===== config.mk =====
export PLATFORM = sky130hd
export DESIGN_NAME = housekeepTop
export DESIGN_NICKNAME = d
export VERILOG_FILES = /design/src/verilog/housekeepPkg.sv /design/src/verilog/housekeepTop.sv /design/src/verilog/longTimer.sv /design/src/verilog/refreshTimer.sv /design/src/verilog/soundQos.sv /design/src/verilog/startupSequencer.sv
export SDC_FILE = /design/constraint.sdc
export NUM_CORES = 1
export LEC_CHECK = 0
export BUFFER_PORTS_ARGS = -buffer_cell sky130_fd_sc_hd__buf_2
export CAP_MARGIN = 20
export CELL_PAD_IN_SITES_DETAIL_PLACEMENT = 0
export CELL_PAD_IN_SITES_GLOBAL_PLACEMENT = 2
export CORE_MARGIN = 10
export CORE_UTILIZATION = 37
export CTS_CLUSTER_SIZE = 16
export DETAILED_ROUTE_END_ITERATION = 10
export HOLD_SLACK_MARGIN = 0.03
export PLACE_DENSITY_LB_ADDON = 0.1
export RECOVER_POWER = 100
export SLEW_MARGIN = 15
export SYNTH_ARGS = -nofsm -noshare
export SYNTH_HDL_FRONTEND = slang
export SYNTH_SLANG_ARGS = --single-unit
export TNS_END_PERCENT = 100

===== constraint.sdc =====
create_clock -name CLK -period 2.1 [get_ports CLK]
set_input_delay 0.21 -clock CLK [delete_from_list [all_inputs] [get_ports CLK]]
set_output_delay 0.21 -clock CLK [all_outputs]
set_load 0.05 [all_outputs]

===== src/verilog/housekeepPkg.sv =====
`default_nettype none

package housekeepPkg;

	// startup sequencer states, in the order they are walked through
	typedef enum logic [1:0] {
		holdReset = 2'd0, // host held in reset, bus requested
		arbitrate = 2'd1, // watch the NMI button, maybe drop the request
		driveBus  = 2'd2, // enable address outputs if the bus is ours
		running   = 2'd3  // reset released, stays here
	} initState;

	// single-cycle timing pulses shared by the datapath blocks
	typedef struct packed {
		logic eFall;   // synchronised E falling edge
		logic refWrap; // E edge on which the refresh timer wraps
		logic longTC;  // refWrap that is also the long terminal count
	} tickBus;

	// registered control outputs of the startup sequencer
	typedef struct packed {
		logic nResOut; // host reset, active low
		logic aoutOE;  // PDS address and control output enable
		logic nBrIob;  // bus request, active low
	} busCtl;

	// power-on value of the control outputs
	localparam busCtl CtlReset = '{nResOut: 1'b0, aoutOE: 1'b0, nBrIob: 1'b0};

endpackage

`default_nettype wire


===== src/verilog/housekeepTop.sv =====
`timescale 1ns/1ps
`default_nettype none

module housekeepTop #(
	parameter int RefreshPeriod = 11, // E edges per refresh cycle
	parameter int UrgentLead    = 2,  // urgent positions before the wrap
	parameter int LongWidth     = 12, // long timer width
	parameter int QosWait       = 16, // sound stall in clocks
	parameter int QosWindow     = 3   // refresh wraps of sound window
) (
	input  wire logic CLK,
	input  wire logic reset,
	input  wire logic eClk,
	input  wire logic nmiN,
	input  wire logic busActive,
	input  wire logic sndWrite,
	output logic      refReq,
	output logic      refUrg,
	output logic      nResOut,
	output logic      aoutOE,
	output logic      nBrIob,
	output logic      qosReady
);

	housekeepPkg::tickBus refTicks;  // eFall and refWrap only
	housekeepPkg::tickBus longTicks; // with longTC added
	housekeepPkg::busCtl  ctl;

	refreshTimer #(.RefreshPeriod(RefreshPeriod), .UrgentLead(UrgentLead)) u_refresh (
		.CLK(CLK), .reset(reset), .eClk(eClk),
		.ticks(refTicks), .refReq(refReq), .refUrg(refUrg)
	);

	longTimer #(.LongWidth(LongWidth)) u_long (
		.CLK(CLK), .reset(reset), .ticksIn(refTicks), .ticksOut(longTicks)
	);

	startupSequencer u_startup (
		.CLK(CLK), .reset(reset), .nmiN(nmiN), .ticks(longTicks), .ctl(ctl)
	);

	soundQos #(.QosWait(QosWait), .QosWindow(QosWindow)) u_qos (
		.CLK(CLK), .reset(reset), .busActive(busActive), .sndWrite(sndWrite),
		.ticks(longTicks), .qosReady(qosReady)
	);

	// control struct out to the pins
	assign nResOut = ctl.nResOut;
	assign aoutOE  = ctl.aoutOE;
	assign nBrIob  = ctl.nBrIob;

endmodule

`default_nettype wire


===== src/verilog/longTimer.sv =====
`timescale 1ns/1ps
`default_nettype none

module longTimer #(
	parameter int LongWidth = 12 // 2^LongWidth refresh wraps per long period
) (
	input  wire logic             CLK,
	input  wire logic             reset,
	input  housekeepPkg::tickBus  ticksIn,
	output housekeepPkg::tickBus  ticksOut
);

	// one below all ones, the flag is then ready for the final wrap
	localparam logic [LongWidth-1:0] PreTerm = {{(LongWidth-1){1'b1}}, 1'b0};

	logic [LongWidth-1:0] longCount;
	logic                 termFlag; // count is at its last value

	always_ff @(posedge CLK) begin
		if (reset) begin
			longCount <= '0;
			termFlag  <= 1'b0;
		end else if (ticksIn.refWrap) begin
			longCount <= longCount + 1'b1; // rolls over on its own
			termFlag  <= longCount == PreTerm; // look-ahead, saves a wide compare
		end
	end

	// pass the edge pulses through and attach the terminal count
	always_comb begin
		ticksOut        = ticksIn;
		ticksOut.longTC = ticksIn.refWrap && termFlag;
	end

endmodule

`default_nettype wire


===== src/verilog/refreshTimer.sv =====
`timescale 1ns/1ps
`default_nettype none

module refreshTimer #(
	parameter int RefreshPeriod = 11, // E edges per refresh cycle
	parameter int UrgentLead    = 2   // urgent positions ahead of the wrap
) (
	input  wire logic             CLK,
	input  wire logic             reset,
	input  wire logic             eClk,    // slow E clock from the host bus
	output housekeepPkg::tickBus  ticks,
	output logic                  refReq,
	output logic                  refUrg
);

	localparam int CountWidth = $clog2(RefreshPeriod);
	localparam logic [CountWidth-1:0] LastCount = CountWidth'(RefreshPeriod - 1);
	localparam logic [CountWidth-1:0] PreLast   = CountWidth'(RefreshPeriod - 2);
	localparam logic [CountWidth-1:0] UrgStart  = CountWidth'(RefreshPeriod - 1 - UrgentLead);

	logic [2:0]            eSync;    // [0] first flop, [1] second flop, [2] edge history
	logic                  eFall;
	logic [CountWidth-1:0] refCount; // position within the refresh cycle
	logic                  timerTC;  // set one position before the wrap

	// two-flop synchroniser, E is asynchronous to CLK
	always_ff @(posedge CLK) begin
		if (reset) begin
			eSync <= 3'b000; // low so a high E at startup is not a fall
		end else begin
			eSync <= {eSync[1:0], eClk};
		end
	end

	assign eFall = eSync[2] && !eSync[1]; // was high, now low

	// refresh counter only moves on E falling edges
	always_ff @(posedge CLK) begin
		if (reset) begin
			refCount <= '0;
			timerTC  <= 1'b0;
			refReq   <= 1'b0;
			refUrg   <= 1'b0;
		end else if (eFall) begin
			if (timerTC) begin
				refCount <= '0; // wrap
			end else begin
				refCount <= refCount + 1'b1;
			end
			// outputs follow the count before this edge
			refReq  <= refCount != LastCount;
			refUrg  <= (refCount >= UrgStart) && (refCount < LastCount);
			timerTC <= refCount == PreLast;
		end
	end

	// pulses seen by the rest of the block in the same cycle as the edge
	assign ticks.eFall   = eFall;
	assign ticks.refWrap = eFall && timerTC;
	assign ticks.longTC  = 1'b0; // added downstream by the long timer

endmodule

`default_nettype wire


===== src/verilog/soundQos.sv =====
`timescale 1ns/1ps
`default_nettype none

module soundQos #(
	parameter int QosWait   = 16, // stall length in clocks
	parameter int QosWindow = 3   // refresh wraps the window stays open
) (
	input  wire logic             CLK,
	input  wire logic             reset,
	input  wire logic             busActive, // bus master cycle in progress
	input  wire logic             sndWrite,  // cycle is a sound RAM write
	input  housekeepPkg::tickBus  ticks,
	output logic                  qosReady   // low holds the current cycle
);

	localparam int WinWidth  = $clog2(QosWindow + 1);
	localparam int WaitWidth = $clog2(QosWait + 1);
	localparam logic [WinWidth-1:0]  WinLoad  = WinWidth'(QosWindow);
	localparam logic [WaitWidth-1:0] WaitLast = WaitWidth'(QosWait);

	logic [WinWidth-1:0]  winCount;  // wraps left before the window closes
	logic [WaitWidth-1:0] waitCount; // clocks since busActive rose
	logic                 winOpen;

	assign winOpen = winCount != '0;

	// window opens on a sound write, then runs down on refresh wraps
	always_ff @(posedge CLK) begin
		if (reset) begin
			winCount <= '0;
		end else if (busActive && sndWrite) begin
			winCount <= WinLoad; // a new write restarts the window
		end else if (winOpen && ticks.refWrap) begin
			winCount <= winCount - 1'b1;
		end
	end

	// stall counter, cleared between cycles
	always_ff @(posedge CLK) begin
		if (reset) begin
			waitCount <= '0;
		end else if (!busActive) begin
			waitCount <= '0;
		end else if (waitCount != WaitLast) begin
			waitCount <= waitCount + 1'b1; // hold at the end of the stall
		end
	end

	// readiness is only re-evaluated between cycles or while stalled,
	// so a cycle that started ready is never pulled back
	always_ff @(posedge CLK) begin
		if (reset) begin
			qosReady <= 1'b1;
		end else if (!busActive || !qosReady) begin
			qosReady <= !winOpen || (waitCount == WaitLast);
		end
	end

endmodule

`default_nettype wire


===== src/verilog/startupSequencer.sv =====
`timescale 1ns/1ps
`default_nettype none

module startupSequencer (
	input  wire logic             CLK,
	input  wire logic             reset,
	input  wire logic             nmiN,  // NMI button, active low, asynchronous
	input  housekeepPkg::tickBus  ticks,
	output housekeepPkg::busCtl   ctl
);

	housekeepPkg::initState state;
	logic                   nmiSync; // button after one flop
	logic                   stepTC;  // long terminal count, advances the FSM

	assign stepTC = ticks.longTC;

	// button is slow, one flop is enough
	always_ff @(posedge CLK) begin
		if (reset) begin
			nmiSync <= 1'b1; // released
		end else begin
			nmiSync <= nmiN;
		end
	end

	always_ff @(posedge CLK) begin
		if (reset) begin
			state <= housekeepPkg::holdReset;
			ctl   <= housekeepPkg::CtlReset;
		end else begin
			case (state)
				housekeepPkg::holdReset: begin
					ctl.aoutOE  <= 1'b0; // PDS address and control tristated
					ctl.nResOut <= 1'b0; // host kept in reset
					ctl.nBrIob  <= 1'b0; // ask for the bus by default
					if (stepTC) begin
						state <= housekeepPkg::arbitrate;
					end
				end
				housekeepPkg::arbitrate: begin
					ctl.aoutOE  <= 1'b0;
					ctl.nResOut <= 1'b0;
					// NMI held means leave the bus alone, never ask again
					ctl.nBrIob  <= ctl.nBrIob || !nmiSync;
					if (stepTC && nmiSync) begin
						state <= housekeepPkg::driveBus; // wait for release
					end
				end
				housekeepPkg::driveBus: begin
					ctl.aoutOE  <= !ctl.nBrIob; // drive only if still requesting
					ctl.nResOut <= 1'b0;
					if (stepTC) begin
						state <= housekeepPkg::running;
					end
				end
				housekeepPkg::running: begin
					ctl.nResOut <= 1'b1; // let the host run
				end
				default: begin
					state <= housekeepPkg::holdReset;
				end
			endcase
		end
	end

endmodule

`default_nettype wire

==> impl_metrics.tcl <==
set metrics [dict create \
    tns_ns 0 \
    start_util_pct 38.9 \
    fin_worst_skew_ns 0.00402 \
    rows 24 \
    yosysMostFrequentCell "dfxtp_1" \
    dpl.hpwl_mm 2.29 \
    die_h_um 88.1 \
    post_cts_buffers 0 \
    maxCapViolations 1 \
    grt_pass1_wl_mm 5.49 \
    ys_ff_latch 37 \
    clock-sinks 37 \
    status "complete, but fails checks" \
    synth-edff-count 0 \
    drt_wl_total_mm 3.17 \
    dominantRegCellSynth "dfxtp_1" \
    place_ws_ns 0.373 \
    io_buffers 11 \
    setup_viol 0 \
    synth-seq-area-share_pct 43.2 \
    antenna_found_initial 0 \
    yosys-top-cells-count "dfxtp_1, nor2_1, ha_1" \
    design.die.area_sq_um 7760 \
    antenna_left 0 \
    drc 0 \
    finalHoldViolations 0 \
    cts_tree "built" \
    p_per_area_nw_per_um2 681 \
    wl_per_cell_um 12.7 \
    grt_start_max_net_pins 37 \
    drt_iter0_drc 70 \
    ctsHoldBuffers 0 \
    place.gp.congestion 0.742 \
    drt-pass1-iter-count 4 \
    htreeDepth 2 \
    clk_latency_ns 0.28 \
    slew_violations 37 \
    nets 219 \
    clk_path_buf_depth 2 \
    grt_usage_pct 8.89 \
    via_count 1266 \
    postSynthCellCount 187 \
    violations "capacitance limit, slew limit" \
    peakVddDrop_mv 0.251 \
    syn-mean-instance-area_sq_um 9.17 \
    hold_path.class "in2reg" \
    antenna_cells 0 \
    post_synth_main_area_contributors "dfxtp_1, ha_1, nor2_1" \
    core_sq_um 4410 \
    fin_crit_sh_pct 82.4 \
    syn_nets 207 \
    area_growth_pct 8.24 \
    post-route-min-period_ns 1.73 \
    grt_pass1_vias 1278 \
    async_reset_ff_share_pct 0 \
    fillers 458 \
    fmax_ghz 0.578 \
    clockRootBuffer "clkbuf_8" \
    cp.required_ns 2.27 \
    die_w_um 88.1 \
    relSlewSlack_pct -0.502 \
    crit_type "reg2reg" \
    synth_top_area_cell "dfxtp_1" \
    start_kind "flip-flop" \
    pin_count 12 \
    viasPerCell 5.06 \
    path_clk_slew_ns 0.07 \
    drive_gt1_share_pct 8.08 \
    leakagePower_nw 0.695 \
    setup_slack_ns 0.370 \
    synth.distinct_cells 38 \
    cts_resized 0 \
    syn-cell-area_sq_um 1720 \
    numCtsBuffers 5 \
    worstPathMaxFanout 5 \
    max_slew.worst_pin.slew_ns 1.51 \
    cp-end-kind "flip-flop" \
    worstPathArrival_ns 1.90 \
    grt_setup_unrepaired "no" \
    overflow 0 \
    yosys_warnings 0 \
    synth_top_cell_area_share_pct 43.2 \
]
==> final cells by class <==
cell class / count / area, sq um / share of cell area (%)
clock buffers: 5 / 68.8 / 3.71
repair buffers: 12 / 50.0 / 2.70
inverters: 10 / 37.5 / 2.02
flip-flops and latches: 37 / 741 / 39.9
multi-input cells: 133 / 890 / 47.9
clock inverters: 1 / 5.00 / 0.270
well taps: 52 / 65.1 / 3.50
==> per-stage QoR <==
stage,power [mW],instance area [sq um],util (%),cells,hold WS (ns)
after floorplan,0.812,1720,-,187,0.314
after global routing,1.33,1860,42.1,250,0.114
after detailed placement,0.835,1800,40.8,244,0.398
final,1.26,1860,42.1,250,0.116
after global placement,0.829,1800,40.8,244,0.396
after CTS,1.29,1880,42.5,250,0.106
==> cell usage in the layout, fill, tap and decap left out, drive strengths merged <==
cell type	synthesis	layout
dfxtp	37	37
nor2	22	22
ha	14	14
a21oi	13	13
clkbuf	5	13
nand2	11	11
inv	10	10
nor3	8	8
xor2	7	7
nand3	6	6
nand4	6	6
xnor2	6	6
o21ai	6	6
nor2b	6	6
nand2b	5	5
buf	2	4
and3	2	2
or3	2	2
mux2i	2	2
nand3b	2	2
and4	2	2
nor4	1	1
and3b	1	1
a211oi	1	1
or2	1	1
a31oi	1	1
a311oi	1	1
or4	1	1
a2111o	1	1
and4bb	1	1
nor3b	1	1
a22oi	1	1
mux2	1	1
nor4b	1	1
clkinv	0	1
==> worst max-delay path: stages (launching register included) <==
cell	delay (ns)
dfxtp_1	0.41
inv_1	0.11
ha_1	0.22
nor3_1	0.26
a21oi_2	0.06
nor3b_2	0.23
mux2_1	0.34
==> registers in the layout, summed over array words and instances, names as in the netlist, 2 cells and up <==
signal,count
u_refresh.eSync,3
u_startup.state,2
u_refresh.refCount,4
u_qos.waitCount,5
u_long.longCount,12
u_qos.winCount,2
u_startup.ctl,3
==> cells by family after synthesis <==
family	Yosys count	synth area share [%]
simple gates	79	25.4
flops	37	43.2
buf+inv	17	4.60
compound gates	24	8.17
fa+ha+maj	14	10.2
xor+xnor	13	6.64
mux	3	1.82
==> worst paths after layout <==
path / startpoint / to / slack (ns) / depth (start not counted)
max: u_startup.state[0]$_SDFFE_PP0P_ / u_startup.state[0]$_SDFFE_PP0P_ / 0.37 / 6
min: nmiN / u_startup.nmiSync$_SDFF_PP1_ / 0.12 / 2
max reg2reg: u_startup.state[0]$_SDFFE_PP0P_ / u_startup.state[0]$_SDFFE_PP0P_ / 0.37 / 6
min reg2reg: u_refresh.eSync[0]$_SDFF_PP0_ / u_refresh.eSync[1]$_SDFF_PP0_ / 0.45 / 1
==> metal layers <==
metal	routed length, um	vias to the layer above	track usage (%)
met5	0	-	0
met4	49	0	3.71
met3	142	6	3.71
met2	1560	15	15.4
met1	1420	590	9.27
li1	-	655	-
==> power breakdown <==
group	switching [mW]	internal (mW)	total, mW	leakage (nW)
sequential	0.0128	0.716	0.729	0.300
combinational	0.0521	0.0360	0.0880	0.355
clock	0.229	0.218	0.448	0.0399
total	0.294	0.970	1.26	0.695
Power figures use the tool's default switching activity.
